$ cat config.mk
export PLATFORM = sky130hd
export DESIGN_NAME = vscale_ctrl_flat
export DESIGN_NICKNAME = d
export VERILOG_FILES = /design/src/hdl/video_pkg.sv /design/src/hdl/scaler_pkg.sv /design/src/hdl/line_rd_if.sv /design/src/hdl/vscale_ctrl.sv /design/src/flat_wrapper.sv
export VERILOG_INCLUDE_DIRS = /design/src /design/src/hdl
export SDC_FILE = /design/constraint.sdc
export NUM_CORES = 1
export LEC_CHECK = 0
export BUFFER_PORTS_ARGS = -buffer_cell sky130_fd_sc_hd__buf_2
export CORE_ASPECT_RATIO = 0.5
export CORE_UTILIZATION = 30
export DETAILED_ROUTE_END_ITERATION = 7
export HOLD_SLACK_MARGIN = 0.1
export SYNTH_ARGS = -nofsm -noshare
export SYNTH_HDL_FRONTEND = slang
export SYNTH_SLANG_ARGS = --single-unit
$ cat constraint.sdc
create_clock -name clk -period 5.75 [get_ports clk]
set_clock_uncertainty 0.2 [all_clocks]
set_input_delay 0.575 -clock clk [delete_from_list [all_inputs] [get_ports clk]]
set_output_delay 0.575 -clock clk [all_outputs]
set_load 0.03 [all_outputs]
$ cat src/hdl/scaler_config.svh
`ifndef SCALER_CONFIG_SVH
`define SCALER_CONFIG_SVH

// bits per pixel component
`define SCALER_PIXEL_WIDTH 12

// coefficient bits, 1.0 sits at bit COE_WIDTH-2
`define SCALER_COE_WIDTH 10

`define SCALER_LINE_MAX 1024

// row position fraction, one input line is 1 << FRAC_BITS
`define SCALER_FRAC_BITS 12
`define SCALER_PHASE_BITS 6 // top fraction bits into the table

`define SCALER_SPARSE 2 // idle cycles between output pixels

`endif

$ cat src/hdl/video_pkg.sv
`default_nettype none

`include "scaler_config.svh"

package video_pkg;

    typedef logic [`SCALER_PIXEL_WIDTH-1:0]       pixel_t;
    typedef logic [$clog2(`SCALER_LINE_MAX)-1:0]  line_addr_t; // pixel index in a line
    typedef logic [15:0]                          line_size_t;

endpackage

`default_nettype wire

$ cat src/hdl/scaler_pkg.sv
`default_nettype none

`include "scaler_config.svh"

package scaler_pkg;

    typedef logic [23:0] pos_t;  // unsigned fixed point row position
    typedef logic [15:0] step_t;
    typedef logic [11:0] row_t;
    typedef logic [`SCALER_PHASE_BITS-1:0] phase_t;
    typedef logic [`SCALER_COE_WIDTH-1:0]  coe_t;

    typedef enum logic [1:0] {
        IDLE,
        SETUP,
        LINE_GEN
    } vctrl_state_t;

endpackage

`default_nettype wire

$ cat src/hdl/line_rd_if.sv
`timescale 1ns/10ps
`default_nettype none

interface line_rd_if;

    import video_pkg::*;
    import scaler_pkg::*;

    logic       rd_en;
    line_addr_t addr;
    row_t       row;

    // rows row-1 .. row+2, two cycles after rd_en
    pixel_t     taps [4];

    modport ctrl  (output rd_en, addr, row, input taps);
    modport store (input rd_en, addr, row, output taps);

endinterface

`default_nettype wire

$ cat src/hdl/vscale_ctrl.sv
`timescale 1ns/10ps
`default_nettype none

`include "scaler_config.svh"

module vscale_ctrl (
    input  logic                  clk,
    input  logic                  rst_n_i,
    input  scaler_pkg::step_t     scale_step_i,
    input  video_pkg::line_size_t line_size_i,
    input  scaler_pkg::row_t      lines_done_i,
    input  logic                  frame_start_i,
    line_rd_if.ctrl               rd,
    output scaler_pkg::phase_t    phase_o,
    output logic                  line_first_o,
    output logic                  frame_first_o
);

    import video_pkg::*;
    import scaler_pkg::*;

    localparam int FRAC     = `SCALER_FRAC_BITS;
    localparam int SPARSE_W = $clog2(`SCALER_SPARSE + 2);
    localparam logic [SPARSE_W-1:0] SPARSE_LAST = SPARSE_W'(`SCALER_SPARSE);

    vctrl_state_t        state;
    pos_t                pos;
    logic [SPARSE_W-1:0] sparse_cnt;
    line_size_t          addr_cnt;
    row_t                pos_row;
    phase_t              pos_phase;
    logic                src_ready;
    logic                issue;

    assign pos_row   = pos[FRAC +: $bits(row_t)];
    assign pos_phase = pos[FRAC-1 -: $bits(phase_t)];

    // rows n-1 .. n+2 all stored
    assign src_ready = {1'b0, lines_done_i} >= ({1'b0, pos_row} + 13'd3);
    assign issue     = (state == LINE_GEN) && (sparse_cnt == '0) && (addr_cnt != line_size_i);

    always_ff @(posedge clk or negedge rst_n_i) begin
        if (!rst_n_i) begin
            state      <= IDLE;
            pos        <= '0;
            sparse_cnt <= '0;
            addr_cnt   <= '0;
            rd.rd_en   <= 1'b0;
        end else begin
            rd.rd_en <= issue;
            case (state)
                IDLE: begin
                    if (src_ready) state <= SETUP;
                end
                SETUP: begin
                    sparse_cnt <= '0;
                    addr_cnt   <= '0;
                    state      <= LINE_GEN;
                end
                LINE_GEN: begin
                    sparse_cnt <= (sparse_cnt == SPARSE_LAST) ? '0 : sparse_cnt + 1'b1;
                    if (issue) addr_cnt <= addr_cnt + 16'd1;
                    if ((sparse_cnt == SPARSE_LAST) && (addr_cnt == line_size_i)) begin
                        pos   <= pos + pos_t'(scale_step_i); // next output line
                        state <= IDLE;
                    end
                end
                default: state <= IDLE;
            endcase
            if (frame_start_i) begin
                pos   <= '0;
                state <= IDLE;
            end
        end
    end

    always_ff @(posedge clk) begin
        if (state == SETUP) rd.row <= pos_row;
        if (issue) begin
            rd.addr       <= line_addr_t'(addr_cnt);
            phase_o       <= pos_phase;
            line_first_o  <= (addr_cnt == '0);
            frame_first_o <= (addr_cnt == '0) && (pos == '0);
        end
    end

endmodule

`default_nettype wire

$ cat src/flat_wrapper.sv
// flat-port wrapper written by rule: the top's interface ports become plain ports
module vscale_ctrl_flat import video_pkg::*; import scaler_pkg::*;
  (clk, rst_n_i, scale_step_i, line_size_i, lines_done_i, frame_start_i, phase_o, line_first_o, frame_first_o, rd_rd_en, rd_addr, rd_row, rd_taps);
  line_rd_if rd_i ();
  input  logic clk;
  input  logic rst_n_i;
  input  scaler_pkg::step_t scale_step_i;
  input  video_pkg::line_size_t line_size_i;
  input  scaler_pkg::row_t lines_done_i;
  input  logic frame_start_i;
  output scaler_pkg::phase_t phase_o;
  output logic line_first_o;
  output logic frame_first_o;
  output wire logic [$bits(rd_i.rd_en)-1:0] rd_rd_en;
  output wire logic [$bits(rd_i.addr)-1:0] rd_addr;
  output wire logic [$bits(rd_i.row)-1:0] rd_row;
  input wire logic [$bits(rd_i.taps)-1:0] rd_taps;
  assign rd_rd_en = rd_i.rd_en;
  assign rd_addr = rd_i.addr;
  assign rd_row = rd_i.row;
  assign rd_i.taps = {>>{rd_taps}};
  vscale_ctrl u_core (.clk(clk), .rst_n_i(rst_n_i), .scale_step_i(scale_step_i), .line_size_i(line_size_i), .lines_done_i(lines_done_i), .frame_start_i(frame_start_i), .rd(rd_i), .phase_o(phase_o), .line_first_o(line_first_o), .frame_first_o(frame_first_o));
endmodule
==> results of run 1 <==
==> cell families (layout without fill, tap and decap cells) <==
kind of cell	Yosys count	count (layout)
compound gates	117	117
xor+xnor	41	41
fa+ha+maj	37	37
buf+inv	37	112
flops	75	75
mux	4	4
simple gates	168	168
==> critical path: cells and delay by family (launching register included) <==
kind	cells	cell delay, ns
mux	1	0.37
buf+inv	1	0.26
flops	1	0.46
compound gates	1	0.49
xor+xnor	1	0.28
simple gates	3	0.99
==> cell usage after synthesis, drive strengths merged, types with 6 or more instances <==
library cell,count,share of area (%)
nor3,6,0.64
xor2,9,1.7
clkbuf,13,1.0
or4,8,1.3
buf,6,0.67
edfxtp,30,19
dfrtp,45,24
nand4,12,1.6
and3,7,0.93
a211oi,6,0.96
nor4,11,1.8
nor2,29,2.3
a21oi,39,4.2
nand3,14,1.5
ha,36,9.6
xnor2,32,6.0
o21ai,19,2.0
a21o,13,2.1
o31ai,9,1.4
nand2,49,3.9
inv,18,1.4
or3,9,1.2
==> cells in the final DEF, fill, tap and decap left out, types with 8 or more instances in the layout <==
cell type and instances:
dfrtp_1 45, a21o_1 13, inv_1 18, clkbuf_16 9
nor2_1 28, xnor2_1 32, o31ai_1 9, buf_2 77
o21ai_0 19, nand3_1 14, a21oi_1 39, ha_1 36
xor2_1 9, or4_1 8, nor4_1 10, or3_1 9
nand2_1 49, nand4_1 12, edfxtp_1 30
==> routing by layer <==
layer / global-route usage [%] / vias to the layer above
li1: - / 1926
met1: 20.06 / 1869
met2: 23.90 / 50
met3: 2.652 / 12
met4: 4.096 / 0
met5: 0 / -
==> power by group <==
part | leakage [nW] | total, mW | internal (mW) | switching [mW]
registers | 0.909 | 0.660 | 0.637 | 0.0234
clock network | 0.157 | 0.610 | 0.381 | 0.229
logic | 1.27 | 0.355 | 0.0985 | 0.257
total | 2.34 | 1.63 | 1.12 | 0.509
==> cell type report <==
cell class / instances / share of cell area, %
well taps: 198 / 4.451
clock inverters: 6 / 1.574
repair buffers: 78 / 7.059
flip-flops and latches: 75 / 36.42
clock buffers: 10 / 4.114
multi-input cells: 367 / 45.17
inverters: 18 / 1.214
==> path summary, 6_finish.rpt <==
check                                            endpoint  depth (start not counted)  slack [ns]
setup / recovery               u_core.pos[19]$_DFFE_PN0P_                          7        2.58
hold / removal             u_core.addr_cnt[9]$_DFFE_PN0P_                          1        0.23
setup reg to reg               u_core.pos[19]$_DFFE_PN0P_                          7        2.58
hold reg to reg               u_core.phase_o[3]$_DFFE_PP_                          0        0.31
max in group asynchronous       u_core.rd.rd_en$_DFF_PN0_                          1        4.44
min in group clk              u_core.phase_o[3]$_DFFE_PP_                          0        0.31
==> state kept, by name, indices dropped and copies added (netlist names) <==
register              flops
u_core.addr_cnt          16
u_core.phase_o            6
u_core.sparse_cnt         2
u_core.rd.rd_en           1
u_core.rd.addr           10
u_core.pos               24
u_core.state              2
u_core.frame_first_o      1
u_core.rd.row            12
u_core.line_first_o       1
==> per-stage QoR <==
stage          power (mW)  utilization (%)  cell area [um^2]  std cells  setup slack [ns]
6_report            1.625            37.46              5565        752             2.580
3_3_place_gp        1.025            35.33              5249        736             2.503
4_1_cts             1.641            37.46              5565        752             2.598
2_1_floorplan      0.9147                -              4686        479             2.926
3_5_place_dp        1.030            35.33              5249        736             2.445
5_1_grt             1.699            37.46              5565        752             2.322
==> impl_metrics.yaml, run 1 <==
clock_tree:
  cts.repair.resized: 0
  root_buffer: "clkbuf_16"
  cts_buffers: 9
  hold_buffers: 0
  clock_latency_ns: 0.34
  tritoncts: "done"
  cts_max_level: 3
  cts.sinks: 75
  clk_pin_slew_ns: 0.06
  cts_buffer_depth: 2
  postCtsSetupBuffers: 0
die:
  start_util_pct: 31.54
  core-area_um2: 14860
  fp.dieW_um: 178.7
  fp-row-count: 31
  dieHeight_um: 90.37
  dieArea_um2: 16150
  io_pins: 126
worst_setup_path:
  critPathSlowestCell: "nand2_1"
  end_kind: "register"
  crit_path_max_fanout: 24
  start_kind: "register"
  cp.arrival_ns: 3.19
  critPathKind: "reg -> reg"
  required_ns: 5.77
  startpoint: "u_core.addr_cnt[2]$_DFFE_PN0P_"
  worstPathCellList: "xnor2_1 > nand4_1 > nor4_4 > buf_4 > nand2_1 > a211oi_1 > mux2_2"
  r2r_start: "u_core.addr_cnt[2]$_DFFE_PN0P_"
  max_stage_delay_ns: 0.55
global_routing:
  grt_max_degree: 46
  grt_pass1_vias: 3762
  groute.usage.overall_pct: 14.75
  grt_pass1_wl_um: 18750
  antenna_found_initial: 0
  grt_remaining_overflow: 0
finish:
  seqCellArea_um2: 2027
  syn_to_final_growth_pct: 18.77
  nFillCells: 1466
  multiInputGateArea_um2: 2514
  nNetsFinal: 681
  antenna_cells: 0
  final_layout_size_suffix_gt1_share_pct: 18.23
detailed_routing:
  route.detailed.drc: 0
  ant_nets: 0
  routed_via_density: 5.129
  met3_length_um: 350
  routed.top_layer: "met4"
  routedWlPerCell_um: 15.06
  vias: 3857
  finalWirelength_um: 11330
  dr.pass1.iters: 4
  drt_iter0_markers: 256
  wl_met1_um: 5505
  met2_length_um: 5336
yosys:
  synthFlopType: "dfrtp_1"
  synth_warnings: 0
  synthCells: 479
  synth_fp_nets: 611
  synth_edf_count: 30
  async_reset_ff_share_pct: 60.00
  ys_seq_elements: 75
  synth_simple_gate_area_share_pct: 18.72
  syn_area_per_cell_um2: 9.782
  syn-cell-area_um2: 4686
  ys_seq_area_share_pct: 43.26
  synthMuxAreaShare_pct: 0.9079
  synth_xor_area_share_pct: 7.664
  synth_top_family_by_area: "simple AND/OR/NAND/NOR gates"
  synthDistinctLibCells: 55
  synthAdderAreaFrac_pct: 10.04
  synth_compound_area_share_pct: 16.26
timing:
  final.setup.tns_ns: 0
  relSlewSlack_pct: 18.07
  finalCritPeriodShare_pct: 55.14
  rsz0062_at_grt: "false"
  hold_viol: 0
  drv_slew: 0
  fmax_ghz: 0.3154
  min_period_ns: 3.170
  holdWs_ns: 0.2300
  worst_pin_slew_ns: 1.218
  setup_viol: 0
placed_design:
  portBuffers: 77
  finalWeightedCongestion: 0.8088
  dp_hpwl_um: 8425
worst_hold_path:
  hp-class: "in -> async"
power_and_ir_drop:
  powerDensity_nw_per_um2: 292.0
  power_leakage_nw: 2.340
  peakVddDrop_mv: 0.1507
status:
  outcome: "complete, no violations"
run:
  max-cap-violations: 0
Note: power is estimated with default switching activity, not from simulation.
==> run 2, diff against run 1 <==
clock period = 3.1 ns   (was 5.75 ns; I/O delays follow)
==> impl_metrics.yaml, run 2 (synthesized netlist as in run 1, its figures left out) <==
clock_tree:
  clk_pin_slew_ns: 0.06
  root_buffer: "clkbuf_16"
  cts_buffer_depth: 2
  postCtsSetupBuffers: 0
  tritoncts: "done"
  clock_latency_ns: 0.33
  cts_buffers: 9
  cts_max_level: 3
  cts.sinks: 75
detailed_routing:
  drt_iter0_markers: 199
  routed_via_density: 5.037
  dr.pass1.iters: 4
  route.detailed.drc: 0
  vias: 3904
  routedWlPerCell_um: 14.95
  ant_nets: 0
  finalWirelength_um: 11590
worst_setup_path:
  worstPathCellList: "buf_4 > ha_1 > a211oi_1 > nor2_1 > or4_1 > o211ai_1 > a211oi_1 > mux2_2"
  start_kind: "register"
  required_ns: 3.12
  critPathBufInv: 1
  crit_path_max_fanout: 8
  critPathTopFamily: "compound AO/OA/AOI/OAI gates"
  cp.arrival_ns: 2.89
  cp_common_cell: "a211oi_1"
  end_kind: "register"
  critPathSlowestCell: "or4_1"
  critPathKind: "reg -> reg"
  max_stage_delay_ns: 0.48
status:
  outcome: "complete, no violations"
placed_design:
  pre_cts_slack_ns: 0.1595
  finalWeightedCongestion: 0.8336
  portBuffers: 77
  dp_hpwl_um: 8769
die:
  dieArea_um2: 16150
  fp-row-count: 31
  start_util_pct: 31.54
  dieHeight_um: 90.37
  fp.dieW_um: 178.7
  core-area_um2: 14860
  io_pins: 126
power_and_ir_drop:
  powerDensity_nw_per_um2: 511.4
  power_leakage_nw: 2.444
  peakVddDrop_mv: 0.2811
timing:
  relSlewSlack_pct: 26.82
  drv_slew: 0
  setup_viol: 0
  rsz0062_at_grt: "false"
  fmax_ghz: 0.3477
  min_period_ns: 2.876
  holdWs_ns: 0.1774
  hold_viol: 0
  finalCritPeriodShare_pct: 92.77
  final.setup.tns_ns: 0
  worst_pin_slew_ns: 1.097
  worst_slack_ns: 0.2242
finish:
  final_common_cell: "buf_2"
  reg_top3: "u_core.pos (24), u_core.addr_cnt (16), u_core.rd.row (12)"
  nNetsFinal: 704
  largest_register: "u_core.pos"
  nFillCells: 1500
  multiInputGateArea_um2: 2520
  layout_common_cells: "77 x buf_2, 49 x nand2_1, 45 x dfrtp_1, 39 x a21oi_1, 36 x ha_1"
  final_layout_size_suffix_gt1_share_pct: 21.14
  antenna_cells: 0
  seqCellArea_um2: 2027
  largest_reg_flops: 24
  syn_to_final_growth_pct: 22.06
global_routing:
  grt_pass1_wl_um: 19000
  grt_remaining_overflow: 0
  grt_max_degree: 46
  groute.usage.overall_pct: 14.97
  antenna_found_initial: 0
  grt_pass1_vias: 3796
worst_hold_path:
  hp-class: "in -> reg"
run:
  max-cap-violations: 0
run 2: tightest hold or removal path, delay by kind of cell:
kind,cells,cell delay (ns)
fa+ha+maj,1,0.12
buf+inv,1,0.08
simple gates,1,0.04
compound gates,1,0.11
run 2: layout make-up:
class	instances	area share, %
clock buffer	12	4.135
clock inverter	4	0.9188
inverter	18	1.181
multi-input combinational	367	44.06
sequential	75	35.44
tap	198	4.332
timing repair buffer	101	9.932
run 2: where the power goes:
part | switching, mW | leakage [nW] | internal (mW) | total (mW)
clock | 0.398 | 0.141 | 0.626 | 1.02
combinational | 0.480 | 1.39 | 0.198 | 0.678
sequential | 0.0433 | 0.909 | 1.18 | 1.22
run 2: repair_timing:
item / 4_1_cts / 5_1_grt
setup endpoints to repair: 0 / 2
hold endpoints to repair: 45 / 0
hold buffers: 1 / 0
gates resized for setup: 0 / 1
run 2: final timing paths:
check,start,endpoint,slack [ns],cells after the start
setup / recovery,u_core.pos[12]$_DFFE_PN0P_,u_core.pos[19]$_DFFE_PN0P_,0.22,8
hold / removal,scale_step_i[0],u_core.pos[0]$_DFFE_PN0P_,0.18,4
setup reg to reg,u_core.pos[12]$_DFFE_PN0P_,u_core.pos[19]$_DFFE_PN0P_,0.22,8
hold reg to reg,u_core.pos[9]$_DFFE_PN0P_,u_core.phase_o[3]$_DFFE_PP_,0.33,0
max in group asynchronous,rst_n_i,u_core.pos[23]$_DFFE_PN0P_,1.55,2
min in group asynchronous,rst_n_i,u_core.addr_cnt[9]$_DFFE_PN0P_,0.50,2
run 2: through the flow:
| step | utilization, % | std cells | area (um^2) | power, mW |
|---|---|---|---|---|
| 6_report | 38.50 | 775 | 5719 | 2.925 |
| 5_1_grt | 38.50 | 775 | 5719 | 3.063 |
| 4_1_cts | 38.46 | 775 | 5713 | 2.955 |
| 3_5_place_dp | 36.44 | 758 | 5414 | 1.926 |
| 3_3_place_gp | 36.44 | 758 | 5414 | 1.918 |
| 2_1_floorplan | - | 479 | 4686 | 1.697 |
run 2: per-layer routing:
layer / vias up / track usage [%] / wire length, um
met4: 0 / 4.732 / 193
met2: 49 / 23.77 / 5394
li1: 1976 / - / -
met1: 1862 / 20.27 / 5652
met3: 17 / 3.114 / 347
met5: - / 0 / 0
