`src/hdl/scaler_config.svh`:
```
`ifndef SCALER_CONFIG_SVH
`define SCALER_CONFIG_SVH

// bits per pixel component
`define SCALER_PIXEL_WIDTH 12

// coefficient bits, 1.0 sits at bit COE_WIDTH-2
`define SCALER_COE_WIDTH 10

`define SCALER_LINE_MAX 1024

// row position fraction, one input line is 1 << FRAC_BITS
`define SCALER_FRAC_BITS 12
`define SCALER_PHASE_BITS 6 // top fraction bits into the table

`define SCALER_SPARSE 2 // idle cycles between output pixels

`endif

```
`src/hdl/video_pkg.sv`:
```
`default_nettype none

`include "scaler_config.svh"

package video_pkg;

    typedef logic [`SCALER_PIXEL_WIDTH-1:0]       pixel_t;
    typedef logic [$clog2(`SCALER_LINE_MAX)-1:0]  line_addr_t; // pixel index in a line
    typedef logic [15:0]                          line_size_t;

endpackage

`default_nettype wire

```
`src/hdl/scaler_pkg.sv`:
```
`default_nettype none

`include "scaler_config.svh"

package scaler_pkg;

    typedef logic [23:0] pos_t;  // unsigned fixed point row position
    typedef logic [15:0] step_t;
    typedef logic [11:0] row_t;
    typedef logic [`SCALER_PHASE_BITS-1:0] phase_t;
    typedef logic [`SCALER_COE_WIDTH-1:0]  coe_t;

    typedef enum logic [1:0] {
        IDLE,
        SETUP,
        LINE_GEN
    } vctrl_state_t;

endpackage

`default_nettype wire

```
`src/hdl/video_if.sv`:
```
`timescale 1ns/10ps
`default_nettype none

interface video_if;

    import video_pkg::*;

    pixel_t pix;
    logic   de;
    logic   hs; // first pixel of a line
    logic   vs; // first pixel of a frame, comes with hs

    modport src (output pix, de, hs, vs);
    modport snk (input pix, de, hs, vs);

endinterface

`default_nettype wire

```
`src/hdl/cubic_table.sv`:
```
`timescale 1ns/10ps
`default_nettype none

`include "scaler_config.svh"

module cubic_table (
    input  logic               clk,
    input  scaler_pkg::phase_t phase_i,
    output scaler_pkg::coe_t   coe_o [4]
);

    import scaler_pkg::*;

    localparam int     PHASES = 1 << `SCALER_PHASE_BITS;
    localparam longint ONE    = 1 << (`SCALER_COE_WIDTH - 2);

    typedef coe_t [3:0]            coe_set_t;
    typedef coe_set_t [PHASES-1:0] rom_t;

    // catmull-rom weights with t = p/n, outer taps stored as magnitudes
    function automatic rom_t build_rom();
        rom_t   rom;
        longint n;
        longint p;
        longint den;
        longint num [4];
        n   = PHASES;
        den = 2 * n * n * n;
        for (int i = 0; i < PHASES; i++) begin
            p      = i;
            num[0] = p*p*p - 2*p*p*n + p*n*n;
            num[1] = 3*p*p*p - 5*p*p*n + 2*n*n*n;
            num[2] = -3*p*p*p + 4*p*p*n + p*n*n;
            num[3] = p*p*n - p*p*p;
            for (int k = 0; k < 4; k++) begin
                rom[i][k] = coe_t'((num[k] * ONE + den / 2) / den); // round to nearest
            end
        end
        return rom;
    endfunction

    localparam rom_t ROM = build_rom();

    always_ff @(posedge clk) begin
        for (int k = 0; k < 4; k++) begin
            coe_o[k] <= ROM[phase_i][k];
        end
    end

endmodule

`default_nettype wire

```
`src/hdl/cubic_filter.sv`:
```
`timescale 1ns/10ps
`default_nettype none

`include "scaler_config.svh"

module cubic_filter (
    input  logic               clk,
    input  logic               rst_n_i,
    input  video_pkg::pixel_t  taps_i [4],
    input  scaler_pkg::phase_t phase_i,
    input  logic               pix_strobe_i,
    input  logic               line_first_i,
    input  logic               frame_first_i,
    video_if.src               vout
);

    import video_pkg::*;
    import scaler_pkg::*;

    localparam int PIX_W  = `SCALER_PIXEL_WIDTH;
    localparam int COE_W  = `SCALER_COE_WIDTH;
    localparam int MULT_W = PIX_W + COE_W;
    localparam int SUM_W  = MULT_W + 2;
    localparam int LAT    = 5; // rd_en to de
    localparam logic signed [SUM_W-1:0] ROUND   = SUM_W'(1 << (COE_W - 3));
    localparam logic signed [SUM_W-1:0] PIX_MAX = SUM_W'((1 << PIX_W) - 1);

    phase_t                  phase_q;
    coe_t                    coe [4];
    logic [MULT_W-1:0]       mult [4];
    logic signed [SUM_W-1:0] sum;
    logic signed [SUM_W-1:0] sum_sh;
    logic [LAT-1:0]          de_sr;
    logic [LAT-1:0]          hs_sr;
    logic [LAT-1:0]          vs_sr;

    cubic_table u_table (
        .clk     (clk),
        .phase_i (phase_q),
        .coe_o   (coe)
    );

    assign sum_sh = sum >>> (COE_W - 2);

    always_ff @(posedge clk) begin
        phase_q <= phase_i; // table output lines up with the taps
        for (int k = 0; k < 4; k++) begin
            mult[k] <= coe[k] * taps_i[k];
        end
        sum <= SUM_W'(mult[1]) + SUM_W'(mult[2])
             - SUM_W'(mult[0]) - SUM_W'(mult[3]) + ROUND;
        if (sum < 0) vout.pix <= '0;
        else if (sum_sh > PIX_MAX) vout.pix <= pixel_t'(PIX_MAX);
        else vout.pix <= pixel_t'(sum_sh);
    end

    // one bit per pixel in flight
    always_ff @(posedge clk or negedge rst_n_i) begin
        if (!rst_n_i) begin
            de_sr <= '0;
            hs_sr <= '0;
            vs_sr <= '0;
        end else begin
            de_sr <= {de_sr[LAT-2:0], pix_strobe_i};
            hs_sr <= {hs_sr[LAT-2:0], pix_strobe_i & line_first_i};
            vs_sr <= {vs_sr[LAT-2:0], pix_strobe_i & frame_first_i};
        end
    end

    assign vout.de = de_sr[LAT-1];
    assign vout.hs = hs_sr[LAT-1];
    assign vout.vs = vs_sr[LAT-1];

endmodule

`default_nettype wire

```
`src/flat_wrapper.sv`:
```
// flat-port wrapper written by rule: the top's interface ports become plain ports
module cubic_filter_flat import video_pkg::*; import scaler_pkg::*;
  (clk, rst_n_i, taps_i, phase_i, pix_strobe_i, line_first_i, frame_first_i, vout_pix, vout_de, vout_hs, vout_vs);
  video_if vout_i ();
  input  logic clk;
  input  logic rst_n_i;
  input  video_pkg::pixel_t taps_i[4];
  input  scaler_pkg::phase_t phase_i;
  input  logic pix_strobe_i;
  input  logic line_first_i;
  input  logic frame_first_i;
  output wire logic [$bits(vout_i.pix)-1:0] vout_pix;
  output wire logic [$bits(vout_i.de)-1:0] vout_de;
  output wire logic [$bits(vout_i.hs)-1:0] vout_hs;
  output wire logic [$bits(vout_i.vs)-1:0] vout_vs;
  assign vout_pix = vout_i.pix;
  assign vout_de = vout_i.de;
  assign vout_hs = vout_i.hs;
  assign vout_vs = vout_i.vs;
  cubic_filter u_core (.clk(clk), .rst_n_i(rst_n_i), .taps_i(taps_i), .phase_i(phase_i), .pix_strobe_i(pix_strobe_i), .line_first_i(line_first_i), .frame_first_i(frame_first_i), .vout(vout_i));
endmodule
```
`config.mk`:
```
export PLATFORM = sky130hd
export DESIGN_NAME = cubic_filter_flat
export DESIGN_NICKNAME = d
export VERILOG_FILES = /design/src/hdl/video_pkg.sv /design/src/hdl/scaler_pkg.sv /design/src/hdl/video_if.sv /design/src/hdl/cubic_table.sv /design/src/hdl/cubic_filter.sv /design/src/flat_wrapper.sv
export VERILOG_INCLUDE_DIRS = /design/src /design/src/hdl
export SDC_FILE = /design/constraint.sdc
export NUM_CORES = 1
export LEC_CHECK = 0
export ABC_AREA = 1
export BUFFER_PORTS_ARGS = -buffer_cell sky130_fd_sc_hd__buf_2
export CORE_UTILIZATION = 45
export DETAILED_ROUTE_END_ITERATION = 12
export SETUP_SLACK_MARGIN = 0.4
export SLEW_MARGIN = 30
export SYNTH_ARGS = -nofsm -noshare
export SYNTH_HDL_FRONTEND = slang
export SYNTH_SLANG_ARGS = --single-unit
```
`constraint.sdc`:
```
create_clock -name clk -period 6.15 [get_ports clk]
set_clock_uncertainty 0.15 [all_clocks]
set_input_delay 1.23 -clock clk [delete_from_list [all_inputs] [get_ports clk]]
set_output_delay 1.23 -clock clk [all_outputs]
set_load 0.01 [all_outputs]
```
==> qor.yml, run 1 <==
hold_depth: 0
cts_resized: 0
crit_start: "taps_i[31]"
routed-via-count: 17600
drc: 0
yosys_most_used_dff: "dfxtp_1"
critPathLaunchType: "input pin"
setup_viol: 0
ctsHoldBuffers: 0
hp-start: "u_core.de_sr[0]"
r2r-start: "u_core.u_table.coe_o[21]"
clkLatencyLatePin_ns: 0.44
outcome: "finished clean"
place.gp.congestion: 0.921
hold_class: "reg2reg"
die_y_um: 217
maxCapViolations: 0
place_hpwl_mm: 43.8
detail_route.wl_per_cell_um: 15.0
routed_wl_mm: 52.7
min_to: "u_core.de_sr[1]"
fin_crit_sh_pct: 87.2
slew_headroom_pct: 48.6
grt_setup_unrepaired: "false"
postCtsSetupBuffers: 0
grt_max_degree: 40
critPathRequiredTime_ns: 6.33
first_global_vias: 17900
cts_tree: "yes"
yosys_warnings: 0
ys_seq_elements: 157
gr-total-overflow: 0
synth_largest_area_cell: "fa_1"
synth_cell_types: 55
yosysSeqAreaShare_pct: 15.5
antenna_found_initial: 2
tightest_slew_ns: 0.768
avgViaCountPerCell: 5.02
synth_fp_nets: 3438
end_kind: "flip-flop"
fmax_ghz: 0.187
cts.reportedPaths.clkPinSlew_ns: 0.07
final_hold_viol_count: 0
totalNegativeSetupSlack_ns: 0
yosysTopAreaCellShare_pct: 20.5
fin_crit_ns: 5.36
dieArea_um2: 47100
path_class: "in2reg"
cts-htree-levels: 4
grt_pass1_wl_mm: 89.3
io_pins: 74
syn_avg_cell_area_um2: 7.25
nNetsFinal: 3465
synth_area_leaders: "fa_1 (21%), ha_1 (18%), dfxtp_1 (14%), nand2_1 (13%), inv_1 (12%)"
async_reset_ff_share_pct: 9.55
ant_nets: 0
drt_first_pass_iters: 5
drive_gt1_share_pct: 4.68
start_util_pct: 45.7
reg2regPathDepth: 20
synthCells: 2866
r2r_setup_slack_ns: 1.00
cts.sinks: 157
crit_arrival_ns: 5.54
die_w_um: 217
core.rowCount: 78
finalMaxSlewViolations: 0
io_buffers: 73
clockRootBuffer: "clkbuf_16"
numCtsBuffers: 17
cts_max_path_buffers: 2
timing.rr.end: "u_core.mult[1][19]"
synthToLayoutAreaGrowth_pct: 6.89
synth_edf_count: 0
core_um2: 45500
synth.cell_area_um2: 20800
cp_max_fo: 9
n_antenna_cell: 0
grt_usage_pct: 23.5
dr.first_iter.drc_count: 954
-- critical path, stage by stage --
cell and delay [ns]:
buf_2 0.17, nand2_1 0.10, fa_1 0.55, inv_1 0.05, fa_1 0.50, inv_1 0.06
fa_1 0.53, inv_1 0.05, fa_1 0.48, inv_1 0.05, fa_1 0.48, inv_1 0.04
ha_1 0.34, a21oi_1 0.27, o21ai_0 0.15, a21oi_1 0.13, nand2_1 0.10, nand3_1 0.10
nand2_1 0.05, nand2_1 0.05, nand2_1 0.04
-- worst max path at each step --
stage / to / slack (ns) / cells after the start
after floorplan: u_core.mult[1][19] / 0.56 / 21
after global placement: u_core.mult[1][19] / 0.35 / 21
after detailed placement: u_core.mult[1][19] / 0.32 / 21
after CTS: u_core.mult[1][19] / 0.80 / 21
after global routing: u_core.mult[1][18] / 0.47 / 19
final: u_core.mult[1][19] / 0.79 / 21
-- cell type report --
cell class	count	area, um^2
multi-input cells	1942	14700
well taps	600	751
inverters	697	2620
fillers	4602	23300
repair buffers	78	403
clock buffers	18	429
clock inverters	14	134
flip-flops and latches	157	3220
-- logic make-up (layout without fill, tap and decap cells) --
kind of cell / Yosys count / count (layout) / share of synthesized area, %
AND/OR/NAND/NOR: 1049 / 1049 / 20.4
buffers and inverters: 767 / 807 / 14.0
adder cells (fa/ha/maj): 513 / 513 / 38.6
AO/OA/AOI/OAI: 308 / 308 / 8.59
flip-flops: 157 / 157 / 15.5
XOR/XNOR: 72 / 72 / 3.03
-- stage by stage --
| stage | cells | hold WS [ns] | setup slack (ns) | cell area, um^2 | util (%) |
|---|---|---|---|---|---|
| 5_1_grt | 3506 | 0.205 | 0.471 | 22200 | 48.9 |
| 3_3_place_gp | 3474 | 0.184 | 0.352 | 21700 | 47.6 |
| 6_report | 3506 | 0.194 | 0.790 | 22200 | 48.9 |
| 2_1_floorplan | 2866 | 0.181 | 0.556 | 20800 | - |
| 4_1_cts | 3506 | 0.197 | 0.803 | 22200 | 48.9 |
| 3_5_place_dp | 3474 | 0.186 | 0.320 | 21700 | 47.6 |
-- state kept, by name, summed over array words and instances, names as in the netlist --
register	count
u_core.u_table.coe_o	28
u_core.hs_sr	5
u_core.de_sr	5
u_core.mult	80
u_core.phase_q	6
u_core.vs_sr	5
u_core.sum	16
u_core.vout.pix	12
-- placed cells by master (no fill, tap or decap), types with 7 or more instances in the layout --
| cell type | instances |
|---|---|
| a21boi_0 | 7 |
| a21o_1 | 15 |
| a21oi_1 | 118 |
| a31oi_1 | 18 |
| buf_2 | 73 |
| clkbuf_16 | 17 |
| dfrtp_1 | 15 |
| dfxtp_1 | 142 |
| fa_1 | 213 |
| ha_1 | 300 |
| inv_1 | 691 |
| nand2_1 | 734 |
| nand3_1 | 100 |
| nand4_1 | 15 |
| nor2_1 | 141 |
| nor2_2 | 7 |
| nor3_1 | 32 |
| o21ai_0 | 79 |
| o21ai_1 | 15 |
| o21bai_1 | 18 |
| xnor2_1 | 15 |
| xor2_1 | 57 |
-- synthesized netlist by cell type, types with 4 or more instances --
master / instances
nand3_1: 100
inv_1: 691
a21oi_1: 118
o211ai_1: 5
nor2_2: 7
o221ai_1: 4
fa_1: 213
xor2_1: 57
nand2_1: 734
o21bai_1: 18
o21ai_2: 4
dfrtp_1: 15
o21ai_0: 79
nand4_1: 15
inv_2: 6
o21a_1: 5
dfxtp_1: 142
clkbuf_1: 55
a21boi_0: 7
nand2_2: 4
ha_1: 300
nor2_1: 141
a31oi_1: 18
o21ai_1: 15
nor3_1: 32
xnor2_1: 15
a21o_1: 15
buf_1: 4
buf_2: 8
-- metal layers --
layer  track usage, %  wire length [um]  up-vias  part of all wire (%)
met5                0                 0        -                     0
met4             6.36               991        0                   1.9
met3             2.67              1960       75                   3.7
met2             41.5             25900      431                    49
met1             30.4             23900     8324                    45
li1                 -                 -     8784                     -
Power of run 1 is left out: the tool's default activity adds up to more than one toggle a clock period on the data nets, which glitch-free logic cannot reach.
==> run 2: changes to the inputs <==
Settings changed: GPL_ROUTABILITY_DRIVEN set to 0, RECOVER_POWER set to 25.
==> run 2 against run 1 <==
Cell count is essentially flat. Die area is the same. Fmax shrank 1.5%. Sequential share of layout area is essentially flat. Critical path depth is the same. Routed wire length shrank 3.9%. Via count grew 0.45%. Largest cell class unchanged. Highest routed layer unchanged.
==> qor.yml, run 2 (synthesis gave the netlist of run 1 again) <==
outcome: "finished clean"
end_kind: "flip-flop"
final_hold_viol_count: 0  # unchanged
ctsHoldBuffers: 0  # unchanged
postCtsSetupBuffers: 0  # unchanged
io_buffers: 73  # unchanged
io_pins: 74  # unchanged
numCtsBuffers: 17  # unchanged
cts_resized: 0  # unchanged
n_antenna_cell: 0  # unchanged
grt_use_met2_pct: 40.4  # -1.0 points
top_register: "u_core.mult"
cts_max_path_buffers: 2  # unchanged
first_global_vias: 18100  # +1.1%
finalMaxSlewViolations: 0  # unchanged
use_met3_pct: 2.80  # +0.13 points
dr.first_iter.drc_count: 1190  # +25%
gr-total-overflow: 0  # unchanged
grt_usage_pct: 22.5  # -0.99 points
busiest_layer: "met2"
mostFrequentLayoutCells: "nand2_1 (734), inv_1 (691), ha_1 (300)"
grt_max_degree: 40  # unchanged
totalNegativeSetupSlack_ns: 0  # unchanged
place_hpwl_mm: 42.5  # -3.0%
use_met1_pct: 28.2  # -2.2 points
cts-htree-levels: 4  # unchanged
largest_register_ffs: 80  # unchanged
fillers: 4659  # +1.2%
die_w_um: 217  # unchanged
detail_route.wl_per_cell_um: 14.5  # -3.8%
drive_gt1_share_pct: 4.51  # -0.17 points
hold_class: "reg2reg"
seq_area_um2: 3220  # unchanged
core.rowCount: 78  # unchanged
crit_arrival_ns: 5.63  # +0.09 ns
clkLatencyLatePin_ns: 0.44  # about the same
drc: 0  # unchanged
ant_nets: 0  # unchanged
tightest_slew_ns: 0.996  # +0.228 ns
cp_slowest_cell: "fa_1"
final_common_cell: "nand2_1"
cts_tree: "yes"
multi_input_area_um2: 14700  # unchanged
critPathLaunchType: "input pin"
place_ws_ns: 0.293  # -0.0266 ns
grt_setup_unrepaired: "false"
critPathRequiredTime_ns: 6.34  # about the same
routed-via-count: 17700  # +0.45%
setup_viol: 0  # unchanged
path_class: "in2reg"
fin_crit_ns: 5.44  # +0.0807 ns
core_um2: 45500  # unchanged
cts.reportedPaths.clkPinSlew_ns: 0.07  # about the same
dieArea_um2: 47100  # unchanged
critPathMaxStageDelay_ns: 0.55  # about the same
fmax_ghz: 0.184  # -1.5%
die_y_um: 217  # unchanged
drt_first_pass_iters: 7  # +2
fin_crit_sh_pct: 88.5  # +1.3 points
cts.sinks: 157  # unchanged
nNetsFinal: 3463  # -0.058%
reg_top3: "u_core.mult: 80 flops, u_core.u_table.coe_o: 28 flops, u_core.sum: 16 flops"
avgViaCountPerCell: 5.05  # +0.51%
synthToLayoutAreaGrowth_pct: 6.92  # about the same
setup_ws_ns: 0.709  # -0.0807 ns
start_util_pct: 45.7  # unchanged
slew_headroom_pct: 33.5  # -15 points
antenna_found_initial: 0  # -2
maxCapViolations: 0  # unchanged
grt_pass1_wl_mm: 86.6  # -3.1%
cp_max_fo: 9  # unchanged
path_cells: "buf_2, nand2_1, fa_1, inv_1, fa_1, inv_1, fa_1, inv_1, fa_1, inv_1, fa_1, inv_1, ha_1, a21oi_1, o21ai_0, a21oi_1, nand2_1, nand3_1, nand2_1, nand2_1, nand2_1"
clockRootBuffer: "clkbuf_16"
routed_wl_mm: 50.6  # -3.9%
==> run 2: area by class of cell <==
class | count | share of cell area (%)
repair buffers | 76 | 1.72
clock inverters | 15 | 0.743
multi-input cells | 1942 | 66.0
flip-flops and latches | 157 | 14.5
well taps | 600 | 3.38
clock buffers | 17 | 1.91
inverters | 697 | 11.8
==> run 2: worst max-delay path: cells and delay by family <==
| family | cells | cell delay [ns] |
|---|---|---|
| fa+ha+maj | 6 | 2.88 |
| buf+inv | 6 | 0.46 |
| simple gates | 6 | 0.48 |
| compound gates | 3 | 0.59 |
==> run 2: path summary, 6_finish.rpt <==
kind / slack, ns / to / depth (start not counted) / start
max: 0.71 / u_core.mult[1][19] / 21 / taps_i[31]
min: 0.19 / u_core.hs_sr[1] / 0 / u_core.hs_sr[0]
max reg2reg: 0.98 / u_core.mult[1][19] / 20 / u_core.u_table.coe_o[21]
min reg2reg: 0.19 / u_core.hs_sr[1] / 0 / u_core.hs_sr[0]
max in group asynchronous: 4.71 / u_core.de_sr[0] / 1 / rst_n_i
min in group asynchronous: 0.67 / u_core.de_sr[3] / 1 / rst_n_i
==> run 2: layer usage <==
layer  part of all wire, %  wire length (um)
met5                     0                 0
met4                   2.1              1040
met3                   5.2              2620
met2                    49             24900
met1                    44             22100
==> run 2: through the flow <==
stage / instances / cell area (um^2) / util [%] / hold slack, ns
2_1_floorplan: 2866 / 20800 / - / 0.181
3_3_place_gp: 3472 / 21600 / 47.6 / 0.184
3_5_place_dp: 3472 / 21600 / 47.6 / 0.186
4_1_cts: 3504 / 22200 / 48.9 / 0.197
5_1_grt: 3504 / 22200 / 48.9 / 0.211
6_report: 3504 / 22200 / 48.9 / 0.192
Power of run 2 is left out for the same reason.
